==> config.mk <==
export PLATFORM = sky130hd
export DESIGN_NAME = eeprom_cmd_regs
export DESIGN_NICKNAME = d
export VERILOG_FILES = /design/src/rtl/eeprom_pkg.sv /design/src/rtl/eeprom_cmd_regs.sv
export SDC_FILE = /design/constraint.sdc
export NUM_CORES = 1
export LEC_CHECK = 0
export BUFFER_PORTS_ARGS = -buffer_cell sky130_fd_sc_hd__clkbuf_2
export CORE_MARGIN = 3
export CORE_UTILIZATION = 43
export DETAILED_ROUTE_END_ITERATION = 10
export GPL_TIMING_DRIVEN = 0
export PLACE_DENSITY = 0.93
export SLEW_MARGIN = 20
export SYNTH_ARGS = -nofsm -noshare
export SYNTH_HDL_FRONTEND = slang
export SYNTH_SLANG_ARGS = --single-unit
==> constraint.sdc <==
create_clock -name CLK -period 4.55 [get_ports CLK]
set_clock_uncertainty 0.05 [all_clocks]
set_input_delay 0 -clock CLK [delete_from_list [all_inputs] [get_ports CLK]]
set_output_delay 0 -clock CLK [all_outputs]
set_load 0.1 [all_outputs]
==> src/rtl/eeprom_pkg.sv <==
package eeprom_pkg;

    // operations the sequencer hands to the bit engine
    typedef enum logic [1:0] {
        OP_START = 2'd0,  // start, also used as repeated start
        OP_STOP  = 2'd1,
        OP_WRITE = 2'd2,  // send byte, sample ack
        OP_READ  = 2'd3   // receive byte, send nack
    } bus_op_t;

    // device type code in the top nibble of the control byte
    localparam logic [3:0] DEV_CODE = 4'b1010;

    // 2 Kbyte part: 8 bits in the address byte, 3 in the control byte
    localparam int ADDR_W = 11;
    localparam int DATA_W = 8;

endpackage

==> src/rtl/eeprom_cmd_regs.sv <==
`timescale 1ns/1ps

module eeprom_cmd_regs import eeprom_pkg::*; (
    input  logic              CLK,
    input  logic              RESET,
    input  logic              wr,
    input  logic              rd,
    input  logic [ADDR_W-1:0] addr,
    input  logic [DATA_W-1:0] wdata,
    output logic              busy,
    output logic              done,
    output logic [DATA_W-1:0] rdata,
    output logic              ack_error,
    output logic              cmd_go,
    output logic              cmd_read,
    output logic [ADDR_W-1:0] cmd_addr,
    output logic [DATA_W-1:0] cmd_wdata,
    input  logic              seq_done,
    input  logic [DATA_W-1:0] seq_rdata,
    input  logic              seq_ack_err
);

    logic accept;

    assign accept = (wr | rd) & ~busy;  // strobes while busy are dropped

    always_ff @(posedge CLK) begin
        if (RESET) begin
            busy      <= 1'b0;
            done      <= 1'b0;
            cmd_go    <= 1'b0;
            rdata     <= '0;
            ack_error <= 1'b0;
        end else begin
            cmd_go <= accept;
            done   <= seq_done;
            if (accept) begin
                busy <= 1'b1;
            end else if (seq_done) begin
                busy <= 1'b0;
            end
            // result holds until the next transaction ends
            if (seq_done) begin
                rdata     <= seq_rdata;
                ack_error <= seq_ack_err;
            end
        end
    end

    // command fields stay put for the whole transaction
    always_ff @(posedge CLK) begin
        if (accept) begin
            cmd_read  <= ~wr;  // wr wins over rd
            cmd_addr  <= addr;
            cmd_wdata <= wdata;
        end
    end

endmodule

* Yosys cells after proc, flatten, opt, wreduce, memory -nomap -nowiden *
Index checks and enable logic that the tools add are counted.
Widths: inputs -> output; s select.

word-level totals
  bits of input ports = 33
  output and inout bits = 32
  word-level logic and storage cells = 15
  register bits = 32

operators by class
  reductions and logical operators = 1
  muxes and demuxes = 2
  bitwise operators = 4

operators with widths
  operator           count
  $mux 1             2
  $not 1->1          2
  $reduce_bool 2->1  1
  $and 1x1->1        1
  $or 1x1->1         1

* Longest topological paths before layout *
  depth after elaboration = 3
  mapped depth = 3

* Worst setup path after synthesis *
Ideal clock, no wire load.

  kind = reg-to-reg
  from = register busy
  to = register cmd_addr[0] (enable)
  clock period less this slack = 2.142 ns
  setup time = 0.397 ns
  slack = 2.408 ns
  data arrival time = 1.695 ns
  cell stages (with the launch flop) = 2
  required time = 4.103 ns
  buffers on the path = 0
  path through = dfxtp_1 -> nor2_1

between the ends
  cells in the longest elaborated chain, start to end = 2

ends and longest elaborated chain
  element                   line                   text
  start: declaration        eeprom_cmd_regs.sv:10  output logic busy,
  start signal: assignment  eeprom_cmd_regs.sv:29  busy <= 1'b0;
  start signal: assignment  eeprom_cmd_regs.sv:38  busy <= 1'b1;
  start signal: assignment  eeprom_cmd_regs.sv:40  busy <= 1'b0;
  $not 1->1                 eeprom_cmd_regs.sv:25  assign accept = (wr | rd) & ~busy;
  $and 1x1->1               eeprom_cmd_regs.sv:25
  via accept                eeprom_cmd_regs.sv:23  logic accept;
  end signal: assignment    eeprom_cmd_regs.sv:54  cmd_addr <= addr;
  end: declaration          eeprom_cmd_regs.sv:16  output logic [ADDR_W-1:0] cmd_addr,

The timed path passes the listed nets, and every way through them passes these cells.
A chain may end at the register's enable or synchronous reset.

* Worst setup path in the final report *
  from = input wr
  to = register cmd_wdata[4] (enable)

between the ends
  cells in the longest elaborated chain, start to end = 2

ends and longest elaborated chain
  element                 line                   text
  start: declaration      eeprom_cmd_regs.sv:6   input logic wr,
  $or 1x1->1              eeprom_cmd_regs.sv:25
  $and 1x1->1             eeprom_cmd_regs.sv:25
  via accept              eeprom_cmd_regs.sv:23
  end signal: assignment  eeprom_cmd_regs.sv:55  cmd_wdata <= wdata;
  end: declaration        eeprom_cmd_regs.sv:17  output logic [DATA_W-1:0] cmd_wdata,

The timed path passes the listed nets, and every way through them passes these cells.

==> flow_summary_export.csv <==
group,metric,value,unit
sta,final-setup-viol-count,0,
critical_path,path_class,"in -> reg",
sta,rsz0062_at_grt,"false",
final_layout,layoutNonFillerInstCount,191,
critical_path,cp_top_family,"simple AND/OR/NAND/NOR gates",
yosys,ys_warn_count,0,
drt,routed_wl,2.60,mm
power,leakage,0.835,nW
clock_tree,cts_buffer_depth,2,
placed_design,placed_cells,150,
critical_path,critPathSlowestCell,"nor2_2",
power,clkPwrFrac,0.225,
final_layout,utilization,0.839,
final_layout,nNetsFinal,196,
sta,slew_viol_final,0,
final_layout,syn_to_final_growth,73.6,%
power,p_per_area,411,mW/mm²
critical_path,start_kind,"primary input",
critical_path,crit_arrival,1.40,ns
floorplan,ioPinCount,65,
critical_path,max_stage_delay,0.68,ns
critical_path,worstPathRequired,4.45,ns
sta,timing.final.ws_setup,3.04,ns
floorplan,rows,16,
sta,finalSetupTns,0,ns
global_routing,antenna_found_initial,0,
placed_design,port_buffers,64,
power,finalPower,725,µW
placed_design,place.gp.congestion,0.675,
placed_design,placed_cell_area,0.00137,mm²
sta,min_period,1.51,ns
global_routing,grt_busiest_layer,"met2",
floorplan,start_util,0.483,
yosys,synth_cell_types,10,
yosys,ys_ff_latch,32,
floorplan,die_w,54.6,µm
yosys,synth_top_area_frac,0.591,
placed_design,place_ws,3.04,ns
global_routing,grt_pass1_vias,821,
outcome,outcome,"completed",
power,p_switching,272,µW
drt,vias,836,
sta,fmax,0.663,GHz
placed_design,place_hpwl,1.61,mm
yosys,synth.area.mux_share,0.0887,
sta,hold_viol_final,0,
clock_tree,post_cts_resized,0,
clock_tree,cts-buffers-inserted,5,
yosys,synthAdderAreaFrac,0,
drt,route.detailed.wl_per_inst,13.6,µm
power,power_frac_comb,0.306,
global_routing,grt_max_degree,21,
drt,first_pass_iters,3,
final_layout,drive_gt1_frac,0.457,
final_layout,antenna-diode-count,0,
drt,drc_errors,0,
yosys,ys_seq_area_frac,0.828,
final_layout,stdcell_area,0.00176,mm²
job,cap_violations,0,
critical_path,cp_cell_sequence,"dlygate4sd3_1 > clkbuf_2 > nor2_1 > nor2_2",
yosys,synth.avg_cell_area,17.2,µm²
yosys,syn_nets,92,
sta,fin_crit_sh,0.331,
sta,slew_headroom,0.409,
yosys,synth_top_family_by_area,"multiplexers",
clock_tree,cts_setup_buffers,0,
clock_tree,h-tree-depth,2,
clock_tree,insertion_delay,0.32,ns
power,p_seq_frac,0.469,
yosys,synth_xor_area_frac,0,
global_routing,grt_pass1_wl,3.83,mm
global_routing,use_met2,0.319,
power,peakVddDrop,0.000309,V
global_routing,overflow,0,
clock_tree,tritoncts,"done",
clock_tree,cts_sinks,32,
sta,whs,0.0126,ns
drt,ant_nets,0,
power,p_int,453,µW
power,sw_frac_of_total,0.376,
yosys,synth_simple_gate_area_frac,0.0567,
clock_tree,cts-root-buf,"clkbuf_4",
hold_path,min_path_type,"in -> reg",
final_layout,nFillCells,114,
floorplan,dieArea,0.00298,mm²
drt,first_iter_violations,4,
yosys,synthCells,59,
floorplan,core_area,0.00210,mm²
sta,worstMarginPinSlew,0.886,ns
critical_path,worstPathMaxFanout,20,
floorplan,fp.dieH,54.6,µm
yosys,yosys-top-cells-area,"edfxtp_1 (59%), dfxtp_1 (24%), mux2i_1 (8.9%), nor2_1 (4.1%), buf_6 (1.1%)",
critical_path,crit_buf_inv,2,
yosys,netlist_area,0.00102,mm²
critical_path,endpoint_kind,"flop",
yosys,synth.largest_area_cell,"edfxtp_1",
yosys,synth-compound-area-share,0.00739,
clock_tree,cts.reportedPaths.clkPinSlew,0.09,ns
global_routing,use_met1,0.194,
global_routing,grtUsageTotal,0.193,
global_routing,grtUsageMet3,0.120,
drt,via_per_inst,4.38,
==> power by group through the flow <==
stage                     sequential (mW)  combinational, mW  clock, mW
after detailed placement            0.345              0.199          0
final                               0.340              0.222      0.163
after floorplan                     0.492             0.0165          0
after CTS                           0.339              0.221      0.169
after global placement              0.345              0.196          0
after global routing                0.342              0.230      0.182
==> state kept, by name (all words and copies together) (netlist names) <==
| signal | flops |
|---|---|
| cmd_wdata | 8 |
| done | 1 |
| busy | 1 |
| cmd_go | 1 |
| cmd_addr | 11 |
| cmd_read | 1 |
| rdata | 8 |
| ack_error | 1 |
==> cell usage in the layout, fill, tap and decap left out, drive strengths merged <==
master	netlist	routed
a211oi	1	1
buf	2	2
clkbuf	0	70
clkinv	0	2
dfxtp	12	12
dlygate4sd3	0	33
edfxtp	20	20
inv	1	1
mux2i	9	9
nor2	11	11
nor2b	1	1
nor3	2	2
==> cell families after synthesis <==
logic type / after synthesis
AOI/OAI and AO/OA: 1
and+or+nand+nor: 14
muxes: 9
DFF: 32
buffers and inverters: 3
==> cells in the mapped netlist <==
library cell / n
a211oi_1: 1
buf_2: 1
buf_6: 1
dfxtp_1: 12
edfxtp_1: 20
inv_1: 1
mux2i_1: 9
nor2_1: 11
nor2b_1: 1
nor3_1: 2
==> worst paths after layout <==
check,startpoint,endpoint,slack (ns),depth (start not counted)
max reg2reg,busy,cmd_wdata[4],3.05,1
max,wr,cmd_wdata[4],3.04,4
min reg2reg,rdata[7],rdata[7],0.46,2
min,seq_done,busy,0.01,3
==> area by class of cell <==
type / instances / area, µm² / area share
multi-input cells: 24 / 158 / 0.0894
flip-flops and latches: 32 / 841 / 0.477
well taps: 27 / 33.8 / 0.0191
clock buffers: 6 / 51.3 / 0.0291
repair buffers: 97 / 651 / 0.369
clock inverters: 2 / 10.0 / 0.00567
inverters: 1 / 3.75 / 0.00213
plain buffers: 2 / 16.3 / 0.00922
==> metal layers <==
metal	share of wire	vias to the layer above
met2	0.44	58
met1	0.39	359
met4	0.012	0
met3	0.16	3
met5	0	-
li1	-	416
==> timing repair <==
action	4_1_cts	5_1_grt
hold buffers	33	0
endpoints found under the setup margin	0	0
endpoints found under the hold margin	32	0
(Power assumes the default switching activity.)
