--- config.mk ---
export PLATFORM = sky130hd
export DESIGN_NAME = eeprom_bit_engine
export DESIGN_NICKNAME = d
export VERILOG_FILES = /design/src/rtl/eeprom_pkg.sv /design/src/rtl/eeprom_bit_engine.sv
export SDC_FILE = /design/constraint.sdc
export NUM_CORES = 1
export LEC_CHECK = 0
export ABC_AREA = 1
export BUFFER_PORTS_ARGS = -buffer_cell sky130_fd_sc_hd__buf_2
export CELL_PAD_IN_SITES_DETAIL_PLACEMENT = 1
export CELL_PAD_IN_SITES_GLOBAL_PLACEMENT = 2
export CORE_MARGIN = 8
export CORE_UTILIZATION = 33
export DETAILED_ROUTE_END_ITERATION = 12
export PLACE_DENSITY = 0.73
export SKIP_CTS_REPAIR_TIMING = 1
export SLEW_MARGIN = 20
export SYNTH_ARGS = -nofsm -noshare
export SYNTH_HDL_FRONTEND = slang
export SYNTH_SLANG_ARGS = --single-unit
--- constraint.sdc ---
create_clock -name CLK -period 2.1 [get_ports CLK]
set_input_delay 0.21 -clock CLK [delete_from_list [all_inputs] [get_ports CLK]]
set_output_delay 0.21 -clock CLK [all_outputs]
set_load 0.01 [all_outputs]
--- src/rtl/eeprom_pkg.sv ---
package eeprom_pkg;

    // operations the sequencer hands to the bit engine
    typedef enum logic [1:0] {
        OP_START = 2'd0,  // start, also used as repeated start
        OP_STOP  = 2'd1,
        OP_WRITE = 2'd2,  // send byte, sample ack
        OP_READ  = 2'd3   // receive byte, send nack
    } bus_op_t;

    // device type code in the top nibble of the control byte
    localparam logic [3:0] DEV_CODE = 4'b1010;

    // 2 Kbyte part: 8 bits in the address byte, 3 in the control byte
    localparam int ADDR_W = 11;
    localparam int DATA_W = 8;

endpackage

--- src/rtl/eeprom_bit_engine.sv ---
`timescale 1ns/1ps

module eeprom_bit_engine import eeprom_pkg::*; #(
    parameter int SCL_HALF = 2
) (
    input  logic              CLK,
    input  logic              RESET,
    input  logic              op_go,
    input  bus_op_t           op,
    input  logic [DATA_W-1:0] tx_byte,
    output logic              op_done,
    output logic [DATA_W-1:0] rx_byte,
    output logic              ack_n,
    output logic              scl,
    output logic              sda_pull_low,
    input  logic              sda_in
);

    localparam int CNT_W = (SCL_HALF > 1) ? $clog2(SCL_HALF) : 1;
    localparam logic [CNT_W-1:0] CNT_LAST = CNT_W'(SCL_HALF - 1);
    // sda moves one CLK after scl when the half period allows it
    localparam logic [CNT_W-1:0] SDA_AT = (SCL_HALF > 1) ? CNT_W'(1) : CNT_W'(0);
    localparam logic [4:0] LAST_BYTE = 5'd17;  // 9 bits, two halves each
    localparam logic [4:0] LAST_EDGE = 5'd2;   // start and stop use three halves

    logic              active;
    bus_op_t           op_q;
    logic [DATA_W-1:0] tx_q;
    logic [CNT_W-1:0]  cnt;
    logic [4:0]        hidx;   // half period index within the operation
    logic [3:0]        bit_idx;
    logic              byte_op;
    logic              half_end;
    logic              last_half;
    logic              want_scl;
    logic              want_low;

    assign bit_idx   = hidx[4:1];
    assign byte_op   = (op_q == OP_WRITE) || (op_q == OP_READ);
    assign half_end  = (cnt == CNT_LAST);
    assign last_half = byte_op ? (hidx == LAST_BYTE) : (hidx == LAST_EDGE);

    // bus levels wanted in the current half
    always_comb begin
        want_scl = 1'b1;
        want_low = 1'b0;
        case (op_q)
            OP_START: begin
                want_scl = (hidx != 5'd0);  // low first so a slave lets go of sda
                want_low = (hidx == 5'd2);
            end
            OP_STOP: begin
                want_scl = (hidx != 5'd0);
                want_low = (hidx != 5'd2);
            end
            OP_WRITE: begin
                want_scl = hidx[0];
                if (bit_idx < 4'd8) begin
                    want_low = ~tx_q[3'(DATA_W - 1) - bit_idx[2:0]];  // msb first
                end
            end
            default: want_scl = hidx[0];  // read and nack leave sda released
        endcase
    end

    always_ff @(posedge CLK) begin
        if (RESET) begin
            active       <= 1'b0;
            op_done      <= 1'b0;
            scl          <= 1'b1;
            sda_pull_low <= 1'b0;
            cnt          <= '0;
            hidx         <= '0;
        end else begin
            op_done <= 1'b0;
            if (!active) begin
                if (op_go) begin
                    active <= 1'b1;
                    cnt    <= '0;
                    hidx   <= '0;
                end
            end else begin
                if (cnt == '0) begin
                    scl <= want_scl;
                end
                if (cnt == SDA_AT) begin
                    sda_pull_low <= want_low;
                end
                if (half_end) begin
                    cnt <= '0;
                    if (last_half) begin
                        active  <= 1'b0;
                        op_done <= 1'b1;
                    end else begin
                        hidx <= hidx + 5'd1;
                    end
                end else begin
                    cnt <= cnt + 1'b1;
                end
            end
        end
    end

    // operation latch and samples at the end of scl high
    always_ff @(posedge CLK) begin
        if (op_go && !active) begin
            op_q <= op;
            tx_q <= tx_byte;
        end
        if (active && half_end && hidx[0]) begin
            if (op_q == OP_READ && bit_idx < 4'd8) begin
                rx_byte <= {rx_byte[DATA_W-2:0], sda_in};
            end
            if (op_q == OP_WRITE && bit_idx == 4'd8) begin
                ack_n <= sda_in;  // 0 means the slave acked
            end
        end
    end

endmodule

Yosys cells after proc, flatten, opt, wreduce, memory -nomap -nowiden
Index checks and enable logic that the tools add are counted.
{"block": "word_totals", "ff_bits": 29, "latchBits": 0, "ram_bits": 0, "mem_bits_ro": 0, "input_bits": 14, "output_inout_bits": 12, "elab_cells": 62, "mem_count": 0}
{"block": "classes", "add_sub_neg": 3, "mul": 0, "div_mod_pow": 0, "n_lt_le_gt_ge": 2, "eq_ne": 9, "shift": 0, "mux": 18, "bitwise_logic": 3, "n_reduce_logical": 17}
{"operator": "$mux 5", "count": 4}
{"operator": "$mux 1", "count": 12}
{"operator": "$reduce_and 2->1", "count": 4}
{"operator": "$add 5x1->5 const B", "count": 1}
{"operator": "$eq 5x2->1 const B", "count": 1}
{"operator": "$eq 5x5->1 const B", "count": 1}
{"operator": "$logic_and 1x1->1", "count": 5}
{"operator": "$ne 5x2->1 const B", "count": 1}
{"operator": "$reduce_bool 5->1", "count": 1}
{"operator": "$eq 2x2->1 const B", "count": 2}
{"operator": "$eq 4x4->1 const B", "count": 1}
{"operator": "$lt 3x4->1 const B", "count": 1}
{"operator": "$lt 4x4->1 const B", "count": 1}
{"operator": "$bmux 1 s3", "count": 1}
{"operator": "$not 1->1", "count": 3}
{"operator": "$pmux 1 s3", "count": 1}
{"operator": "$reduce_and 3->1", "count": 1}
{"operator": "$reduce_or 3->1", "count": 1}
{"operator": "$sub 3x3->3 const A", "count": 1}
{"operator": "$eq 2x1->1 const B", "count": 1}
{"operator": "$logic_not 2->1", "count": 1}
{"operator": "$ne 2x1->1 const B", "count": 1}
{"operator": "$ne 2x2->1 const B", "count": 1}
{"operator": "$reduce_bool 2->1", "count": 1}
{"operator": "other kinds (4)", "count": 4}

Longest topological paths before layout
Gate-level depths: netlist of run 1.
{"block": "logic_depth", "word_depth": 6, "depth_mapped": 10, "depth_no_buf": 10}

Worst setup path before layout of run 1
Ideal clock, no wire load.
{"block": "synth_path", "path_type": "register to register", "startpoint": "register active", "endpoint": "register rx_byte[0], enable pin", "setup_time_ps": 395, "t_arrival_ps": 1486, "required_ps": 1705, "path_slack_ps": 219, "path_stages_with_launch": 5, "n_path_buf": 0, "period_less_slack_ps": 1881, "cell_sequence": "dfxtp_1 > nand2_1 > inv_1 > nand2_1 > nor4_1"}
{"block": "synth_via", "elab_chain_len": 3}
{"item": "start, declared", "line": "eeprom_bit_engine.sv:26", "source": "logic active;"}
{"item": "start signal, assigned", "line": "eeprom_bit_engine.sv:68", "source": "active <= 1'b0;"}
{"item": "start signal, assigned", "line": "eeprom_bit_engine.sv:78", "source": "active <= 1'b1;"}
{"item": "start signal, assigned", "line": "eeprom_bit_engine.sv:92", "source": "active <= 1'b0;"}
{"item": "$logic_and 1x1->1 (2 in series)", "line": "eeprom_bit_engine.sv:110", "source": "if (active && half_end && hidx[0]) begin"}
{"item": "$reduce_and 2->1 (no line)"}
{"item": "end signal, assigned", "line": "eeprom_bit_engine.sv:112", "source": "rx_byte <= {rx_byte[DATA_W-2:0], sda_in};"}
{"item": "end, declared", "line": "eeprom_bit_engine.sv:12", "source": "output logic [DATA_W-1:0] rx_byte,"}
Every way passes these cells.
A chain may end at the register's enable or synchronous reset.

Final worst setup path of run 1
{"block": "layout_path", "startpoint": "register hidx[1]", "endpoint": "register hidx[0]"}
{"block": "layout_via", "elab_chain_len": 4, "word_cells_on_any_way": 5, "cone_classes": "3 x eq/ne; 1 x mux; 1 x reduce/logical"}
{"item": "start, declared", "line": "eeprom_bit_engine.sv:30", "source": "logic [4:0] hidx;"}
{"item": "start signal, assigned", "line": "eeprom_bit_engine.sv:95", "source": "hidx <= hidx + 5'd1;"}
{"item": "$eq 5x2->1 or $eq 5x5->1 (tied branches)", "line": "eeprom_bit_engine.sv:41", "source": "assign last_half = byte_op ? (hidx == LAST_BYTE) : (hidx == LAST_EDGE);"}
{"item": "$mux 1 *", "line": "eeprom_bit_engine.sv:41"}
{"item": "$ne 2x2->1 (no line) *"}
{"item": "$reduce_and 3->1 (no line) *"}
Mark *: on every way between the ends. The rest lies on a longest branch, timed or not.

==> results of run 1 <==
[layout by cell type (no fill, tap or decap)]
cell / netlist / layout
sky130_fd_sc_hd__buf_2: 0 / 25
sky130_fd_sc_hd__inv_1: 20 / 20
sky130_fd_sc_hd__nand2_1: 20 / 20
sky130_fd_sc_hd__edfxtp_1: 19 / 19
sky130_fd_sc_hd__nand3_1: 13 / 13
sky130_fd_sc_hd__dfxtp_1: 10 / 10
sky130_fd_sc_hd__a21oi_1: 9 / 9
sky130_fd_sc_hd__nor2_1: 5 / 5
sky130_fd_sc_hd__clkbuf_8: 0 / 5
sky130_fd_sc_hd__ha_1: 4 / 4
sky130_fd_sc_hd__nand2_4: 3 / 3
sky130_fd_sc_hd__nand2_2: 3 / 3
sky130_fd_sc_hd__clkbuf_1: 0 / 3
sky130_fd_sc_hd__inv_2: 2 / 2
sky130_fd_sc_hd__nor3_1: 2 / 2
sky130_fd_sc_hd__xor2_1: 2 / 2
sky130_fd_sc_hd__nand3_2: 2 / 2
sky130_fd_sc_hd__o21ai_0: 2 / 2
sky130_fd_sc_hd__buf_4: 0 / 2
sky130_fd_sc_hd__nor4_1: 1 / 1
sky130_fd_sc_hd__nand4_1: 1 / 1
sky130_fd_sc_hd__o21ai_4: 1 / 1
sky130_fd_sc_hd__o21ai_2: 1 / 1
sky130_fd_sc_hd__o21ai_1: 1 / 1
sky130_fd_sc_hd__or2_2: 1 / 1
sky130_fd_sc_hd__and2_1: 1 / 1
sky130_fd_sc_hd__o211ai_1: 1 / 1
[per-layer routing]
layer  vias up  routed length [um]
li1        476                   -
met3         5                 163
met5         -                   0
met1       478                1200
met2        19                1510
met4         0                  61
[where the power goes]
group | internal (mW) | switching, mW
registers | 0.624 | 0.0104
clock network | 0.235 | 0.192
logic | 0.0278 | 0.0428
[critical path, stage by stage, from the launching register on]
cell	delay, ps
sky130_fd_sc_hd__dfxtp_1	380
sky130_fd_sc_hd__inv_1	240
sky130_fd_sc_hd__ha_1	210
sky130_fd_sc_hd__nand2_2	60
sky130_fd_sc_hd__o21ai_2	180
sky130_fd_sc_hd__nand2_2	90
sky130_fd_sc_hd__nand2_4	90
sky130_fd_sc_hd__inv_1	60
sky130_fd_sc_hd__o21ai_1	120
sky130_fd_sc_hd__a21oi_1	60
[flip-flops by register name, summed over array words and instances, names as in the netlist]
register	count
cnt	1
sda_pull_low	1
op_q	2
scl	1
rx_byte	8
hidx	5
tx_q	8
op_done	1
ack_n	1
active	1
[area by class of cell]
cell class                      count  share of cell area (%)
Sequential cell                    29                    49.4
Tap cell                           48                    3.85
Inverter                           22                    5.29
Clock buffer                        8                    5.13
Multi-Input combinational cell     73                    27.3
Timing Repair Buffer               27                    8.98
[kinds of logic (layout without fill, tap and decap cells)]
group                    Yosys count  in the layout  synth area share [%]
AND/OR/NAND/NOR                   52             52                  20.8
flip-flops                        29             29                  60.0
buffers and inverters             23             57                  6.72
AO/OA/AOI/OAI                     15             15                  7.21
adder cells (fa/ha/maj)            4              4                  3.90
XOR/XNOR                           2              2                  1.36
[worst paths after layout]
kind	from	slack (ps)	endpoint	cells after the start
min	op[1]	110	op_q[1]	1
max reg2reg	hidx[1]	470	hidx[0]	9
min reg2reg	rx_byte[3]	450	rx_byte[4]	0
max	hidx[1]	470	hidx[0]	9
[metrics by stage]
step,setup WS [ps],hold WS (ps),util (%),std cells
floorplan,219,309,-,125
global placement,568,387,40.1,199
detailed placement,499,389,40.1,199
CTS,481,99.4,42.3,207
global route,289,91.5,42.3,207
finish,475,109,42.3,207
==> flow_summary.toml, run 1 <==
[cells_and_area]
area_delta_synth_final_pct = 21.5
layout.filler_cells = 447
antenna_cells_inserted = 0
post_route_cells_drive_above_1_share_pct = 28.3
layout.cell_area.non_filler_mm2 = 0.00156
design.final.nets = 176
multi_input_comb_area_um2 = 427
sequential_cell_area_um2 = 771

[worst_setup_path]
cp_max_fo = 8
kind_of_launch_point_of_the_worst_setup_path = "register"
critPathKind = "register to register"
timing.critical_path.arrival_ps = 1780
data_required_time_at_the_worst_endpoint_ps = 2250
critPathCaptureType = "register"

[sta]
drv_slew = 0
setup_tns_ps = 0
finClkSkew_ps = 7.16
timing.slew.headroom_pct = 72.2
setup-violations-final = 0
final_min_period_over_clock_period_pct = 77.4
timing.fmax_mhz = 615
timing.final.crit_period_ps = 1630
grt_setup_unrepaired = "no"
worst-slew-pin-transition_ps = 414
final_hold_viol_count = 0

[placement]
io_buffer_count = 25
postPlaceCellArea_mm2 = 0.00148
finalWeightedCongestion = 0.819
dp_hpwl_um = 2300

[cts]
clock-sinks = 29
cts_buffers = 5
cts.reportedPaths.clkPinSlew_ps = 60
clock_tree_from_tritoncts = "yes"
htree_levels = 2
cts.path.max_buffers = 2
cts_root_buffer = "sky130_fd_sc_hd__clkbuf_8"
worst_skew_pair.late_latency_ps = 280

[flow_run]
maxCapViolCount = 0

[synth]
synth.ff_latch_count = 29
synth_top_cell_area_share_pct = 44.4
predominant_post_synthesis_flop_cell = "sky130_fd_sc_hd__edfxtp_1"
post_synth_edffs = 19
synth_async_sr_flop_share_pct = 0
synth_seq_area_share_pct = 60.0
post_synth.cell_area_avg_um2 = 10.3
syn-cell-area_mm2 = 0.00128
post_synth_most_frequent_cells = "20 x sky130_fd_sc_hd__inv_1, 20 x sky130_fd_sc_hd__nand2_1, 19 x sky130_fd_sc_hd__edfxtp_1"
yosys_warnings = 0
synthesized_netlist_net_count = 143
synth_top_area_cell = "sky130_fd_sc_hd__edfxtp_1"
ys_top_cells_by_area = "sky130_fd_sc_hd__edfxtp_1 44%, sky130_fd_sc_hd__dfxtp_1 16%, sky130_fd_sc_hd__inv_1 5.8%"
synthesis.instances = 125
yosys.cell_types.count = 24

[floorplan]
floorplan.initialDensity_pct = 34.8
die_y_um = 78.4
die-width_um = 78.4
coreArea_mm2 = 0.00369
floorplan.die_area_mm2 = 0.00614
row_count = 22
top_level_ports = 26

[grt]
wire_length_of_the_first_global_routing_pass_um = 5180
grt_max_degree = 12
grt_util_met2_pct = 18.1
grt_use_met3_pct = 4.67
grt.busiest_layer = "met2"
globalRouteMet1Util_pct = 11.3
track_usage_pct = 10.8
overflow = 0
first_global_vias = 1099
antenna_found_initial = 0

[pwr]
cellLeakagePower_nw = 0.670
power-per-cell-area_mw_per_mm2 = 726
finalPower_mw = 1.13
peakVddDrop_v = 0.000415

[routing]
number_of_optimization_iterations_in_the_first_detailed_route_pass = 4
first_iter_violations = 29
vias_per_cell = 4.72
drt_drc_violations_left = 0
avgRoutedWirePerCell_um = 14.1
routed_wirelength_um = 2930
route.antenna.remaining_nets = 0
detailroute.via_count = 978

[min_path]
timing.hold.worst.class = "input pin to register"

[outcome]
run_status = "finished clean"
Power figures use the tool's default switching activity.
==> run 2: changes to the inputs <==
==> constraint.sdc (replaced) <==
create_clock -name CLK -period 1.71 [get_ports CLK]
set_input_delay 0.171 -clock CLK [delete_from_list [all_inputs] [get_ports CLK]]
set_output_delay 0.171 -clock CLK [all_outputs]
set_load 0.01 [all_outputs]
==> run 2 against run 1 <==
Net effect: fmax rose by 6.2%; first-iteration DRC count rose by 14%; final cell count rose by 0.48%; clock power rose by 23%; count of clock-buffer cells in the layout fell by 2; core utilization rose by 0.44 points; total power rose by 23%; via count fell by 1.8%; non-clock buffer count rose by 1; largest cell class unchanged; largest power group unchanged.
==> flow_summary.toml, run 2 (synthesis gave the netlist of run 1 again) <==
[pwr]
finalPower_mw = 1.39
power.share.combinational_pct = 6.1
power-per-cell-area_mw_per_mm2 = 881
power_switching_share_pct = 22.2
seq_power_share_pct = 56.0
power.internal_mw = 1.08
net-switching-power_mw = 0.308
peakVddDrop_v = 0.000567
clock_power_share_pct = 37.8
cellLeakagePower_nw = 0.680

[cts]
htree_levels = 2
cts_root_buffer = "sky130_fd_sc_hd__clkbuf_8"
clock-sinks = 29
worst_skew_pair.late_latency_ps = 280
clock_tree_from_tritoncts = "yes"
cts_buffers = 5
cts.reportedPaths.clkPinSlew_ps = 60
cts.path.max_buffers = 2

[worst_setup_path]
regToRegSetupSlack_ps = 180
kind_of_launch_point_of_the_worst_setup_path = "register"
worst_path_max_delay_cell = "sky130_fd_sc_hd__dfxtp_1"
data_required_time_at_the_worst_endpoint_ps = 1910
critPathKind = "register to register"
cp_max_fo = 6
r2r-start = "hidx[0]"
timing.critical_path.arrival_ps = 1730
critical_path.cell_chain = "inv_1 > ha_1 > nand2_2 > o21ai_4 > nand2_2 > nand2_4 > nand2_4 > nand3_2 > a21oi_1"
worst_setup_sp = "hidx[0]"
worst_r2r_path_depth = 9
timing.rr.end = "hidx[2]"
critPathMaxStageDelay_ps = 460
critPathCaptureType = "register"

[floorplan]
floorplan.initialDensity_pct = 34.8
die_y_um = 78.4
top_level_ports = 26
die-width_um = 78.4
row_count = 22
coreArea_mm2 = 0.00369
floorplan.die_area_mm2 = 0.00614

[cells_and_area]
layout.cell_area.non_filler_mm2 = 0.00158
post_route_cells_drive_above_1_share_pct = 30.6
most_frequent_cells_in_the_layout = "25 x sky130_fd_sc_hd__buf_2, 20 x sky130_fd_sc_hd__inv_1, 20 x sky130_fd_sc_hd__nand2_1"
mostFrequentLayoutCell = "sky130_fd_sc_hd__buf_2"
final_cells = 208
largest_registers = "rx_byte (8), tx_q (8), hidx (5)"
antenna_cells_inserted = 0
layout.filler_cells = 438
area_delta_synth_final_pct = 22.8
design.final.nets = 177

[routing]
vias_per_cell = 4.62
detailroute.via_count = 960
routed_wirelength_um = 2920
number_of_optimization_iterations_in_the_first_detailed_route_pass = 4
first_iter_violations = 33
avgRoutedWirePerCell_um = 14.0
route.antenna.remaining_nets = 0
drt_drc_violations_left = 0

[sta]
drv_slew = 0
final_min_period_over_clock_period_pct = 89.5
finClkSkew_ps = 2.89
worst-slew-pin-transition_ps = 357
grt_setup_unrepaired = "no"
final_hold_viol_count = 0
timing.fmax_mhz = 653
timing.slew.headroom_pct = 76.0
setup-violations-final = 0
setup_tns_ps = 0
timing.final.crit_period_ps = 1530

[grt]
antenna_found_initial = 0
grt_max_degree = 11
overflow = 0
wire_length_of_the_first_global_routing_pass_um = 4990
first_global_vias = 1012
track_usage_pct = 10.4

[min_path]
timing.hold.worst.class = "input pin to register"
hold_path_depth = 1
hold_path.startpoint = "tx_byte[1]"
hold_end = "tx_q[1]"

[placement]
postPlaceCellArea_mm2 = 0.00149
dp_hpwl_um = 2300
io_buffer_count = 25
finalWeightedCongestion = 0.846
place_inst = 200

[flow_run]
maxCapViolCount = 0

[outcome]
run_status = "finished clean"
## run 2: worst max path at each step
stage | endpoint | slack (ps) | cells past startpoint
floorplan | rx_byte[0] | 160 | 4
global placement | hidx[3] | 240 | 10
detailed placement | hidx[2] | 180 | 9
CTS | hidx[2] | 170 | 9
global route | hidx[2] | 30 | 9
finish | hidx[2] | 180 | 9
## run 2: worst max-delay path: cells and delay by family, from the launching register on
| kind | cells | cell delay, ps |
|---|---|---|
| buf+inv | 1 | 150 |
| simple gates | 5 | 390 |
| compound gates | 2 | 230 |
| flops | 1 | 460 |
| fa+ha+maj | 1 | 230 |
## run 2: area by class of cell
| cell class | instances | area (um^2) | area share [%] |
|---|---|---|---|
| clock inverters | 2 | 10.0 | 0.635 |
| inverters | 22 | 82.6 | 5.24 |
| clock buffers | 6 | 72.6 | 4.60 |
| repair buffers | 28 | 148 | 9.37 |
| flip-flops and latches | 29 | 771 | 48.9 |
| multi-input cells | 73 | 433 | 27.5 |
| well taps | 48 | 60.1 | 3.81 |
## run 2: power groups by stage
stage                     clock [mW]  sequential (mW)  combinational (mW)
final                          0.526            0.779              0.0853
after global routing           0.586            0.781              0.0978
after detailed placement           0            0.794              0.0868
after CTS                      0.549            0.779              0.0870
after global placement             0            0.793              0.0844
after floorplan                    0            0.792              0.0515
## run 2: layer usage
layer | up-vias | part of all wire (%) | GRT usage [%]
met1 | 458 | 46 | 11.6
met2 | 19 | 48 | 17.1
met4 | 0 | 1.8 | 4.44
met3 | 6 | 4.0 | 4.21
li1 | 477 | - | -
met5 | - | 0 | 0
## run 2: through the flow
step | utilization (%) | worst slack [ps] | hold WS, ps
after global routing | 42.7 | 30.0 | 49.3
final | 42.7 | 179 | 65.7
after detailed placement | 40.5 | 184 | 350
after floorplan | - | 158 | 270
after CTS | 42.7 | 169 | 58.8
after global placement | 40.5 | 240 | 347
==> run 3: changes to the inputs <==
--- a/config.mk
+++ b/config.mk
@@ -12,6 +12,7 @@
 export CORE_MARGIN = 8
 export CORE_UTILIZATION = 33
 export DETAILED_ROUTE_END_ITERATION = 12
+export MAX_ROUTING_LAYER = met4
 export PLACE_DENSITY = 0.73
 export SKIP_CTS_REPAIR_TIMING = 1
 export SLEW_MARGIN = 20
==> run 3 against run 2 <==
Net effect: die area stayed put; clock power hardly changed; sequential share of layout area stayed put; count of clock-buffer cells in the layout stayed put; register-to-register slack hardly changed; final area stayed put; combinational power hardly changed; final cell count stayed put; via count is 0.21% lower; critical path type unchanged; first-iteration DRC count is 21% higher; largest power group unchanged; worst hold slack hardly changed; highest routed layer unchanged.
==> flow_summary.toml, run 3 (synthesis gave the netlist of run 1 again) <==
[sta]
worst_hold_slack_ps = 65.7
timing.slew.headroom_pct = 76.0
final_hold_viol_count = 0
final_min_period_over_clock_period_pct = 89.5
grt_setup_unrepaired = "no"
timing.final.crit_period_ps = 1530
finClkSkew_ps = 2.34
drv_slew = 0
worst-slew-pin-transition_ps = 357
timing.fmax_mhz = 654
setup_tns_ps = 0
setup-violations-final = 0

[min_path]
timing.hold.worst.class = "input pin to register"

[cts]
clock_tree_from_tritoncts = "yes"
cts_buffers = 5
clock-sinks = 29
cts.reportedPaths.clkPinSlew_ps = 60
cts.path.max_buffers = 2
cts_root_buffer = "sky130_fd_sc_hd__clkbuf_8"
htree_levels = 2
worst_skew_pair.late_latency_ps = 280

[pwr]
finalPower_mw = 1.39
seq_power_share_pct = 56.1
power.share.combinational_pct = 6.1
net-switching-power_mw = 0.307
power.internal_mw = 1.08
cellLeakagePower_nw = 0.680
clock_power_share_pct = 37.8
peakVddDrop_v = 0.000567
power-per-cell-area_mw_per_mm2 = 881
power_switching_share_pct = 22.1

[placement]
io_buffer_count = 25
dp_hpwl_um = 2300
finalWeightedCongestion = 0.859
postPlaceCellArea_mm2 = 0.00149

[cells_and_area]
antenna_cells_inserted = 0
largest_registers = "rx_byte (8), tx_q (8), hidx (5)"
design.final.nets = 177
layout.cell_area.non_filler_mm2 = 0.00158
most_frequent_cells_in_the_layout = "25 x sky130_fd_sc_hd__buf_2, 20 x sky130_fd_sc_hd__inv_1, 20 x sky130_fd_sc_hd__nand2_1"
final_util_pct = 42.7
mostFrequentLayoutCell = "sky130_fd_sc_hd__buf_2"
area_delta_synth_final_pct = 22.8
post_route_cells_drive_above_1_share_pct = 30.6

[grt]
overflow = 0
antenna_found_initial = 0
wire_length_of_the_first_global_routing_pass_um = 5000
grt_max_degree = 11
track_usage_pct = 10.7
first_global_vias = 1003

[worst_setup_path]
critPathMaxStageDelay_ps = 460
critPathKind = "register to register"
cp_max_fo = 6
kind_of_launch_point_of_the_worst_setup_path = "register"
critical_path.cell_chain = "inv_1 > ha_1 > nand2_2 > o21ai_4 > nand2_2 > nand2_4 > nand2_4 > nand3_2 > a21oi_1"
timing.critical_path.arrival_ps = 1730
worst_path_max_delay_cell = "sky130_fd_sc_hd__dfxtp_1"
critPathCaptureType = "register"
worst-path-buf-inv = 1
data_required_time_at_the_worst_endpoint_ps = 1910
cpLargestDelayFamily = "flip-flops"

[routing]
routed_wirelength_um = 2920
detailroute.via_count = 958
number_of_optimization_iterations_in_the_first_detailed_route_pass = 4
route.antenna.remaining_nets = 0
drt_drc_violations_left = 0
first_iter_violations = 40
avgRoutedWirePerCell_um = 14.0
vias_per_cell = 4.61

[floorplan]
top_level_ports = 26
floorplan.die_area_mm2 = 0.00614
die-width_um = 78.4
die_y_um = 78.4
floorplan.initialDensity_pct = 34.8
row_count = 22
coreArea_mm2 = 0.00369

[flow_run]
maxCapViolCount = 0

[outcome]
run_status = "finished clean"
run 3: path summary, 6_finish.rpt:
kind	slack (ps)	start	cells past startpoint	endpoint
max	180	hidx[0]	9	hidx[2]
min	70	tx_byte[1]	1	tx_q[1]
max reg2reg	180	hidx[0]	9	hidx[2]
min reg2reg	450	rx_byte[4]	0	rx_byte[5]
run 3: area by class of cell:
class	count	area (um^2)
clock buffer	6	72.6
multi-input combinational	73	433
clock inverter	2	10.0
tap	48	60.1
timing repair buffer	28	148
fill	438	2110
sequential	29	771
inverter	22	82.6
run 3: metrics by stage:
step / worst slack [ps] / cells
4_1_cts: 169 / 208
2_1_floorplan: 158 / 125
6_report: 180 / 208
3_5_place_dp: 184 / 200
5_1_grt: 30.0 / 208
3_3_place_gp: 240 / 200
run 3: power by group through the flow:
stage                     Clock [mW]  Sequential, mW  Combinational (mW)
after CTS                      0.549           0.779              0.0870
final                          0.525           0.779              0.0853
after global placement             0           0.793              0.0844
after global routing           0.589           0.781              0.0978
after floorplan                    0           0.792              0.0515
after detailed placement           0           0.794              0.0868
run 3: worst reg2reg max path, stage by stage (launching register included):
cell                      delay [ps]
sky130_fd_sc_hd__dfxtp_1         460
sky130_fd_sc_hd__inv_1           150
sky130_fd_sc_hd__ha_1            230
sky130_fd_sc_hd__nand2_2          90
sky130_fd_sc_hd__o21ai_4          70
sky130_fd_sc_hd__nand2_2          80
sky130_fd_sc_hd__nand2_4          70
sky130_fd_sc_hd__nand2_4          90
sky130_fd_sc_hd__nand3_2          60
sky130_fd_sc_hd__a21oi_1         160
run 3: metal layers:
| layer | wire length (um) | track usage, % | up-vias |
|---|---|---|---|
| li1 | - | - | 478 |
| met1 | 1350 | 11.7 | 455 |
| met2 | 1390 | 17.1 | 19 |
| met3 | 118 | 4.21 | 6 |
| met4 | 52 | 4.44 | 0 |
| met5 | 0 | - | - |
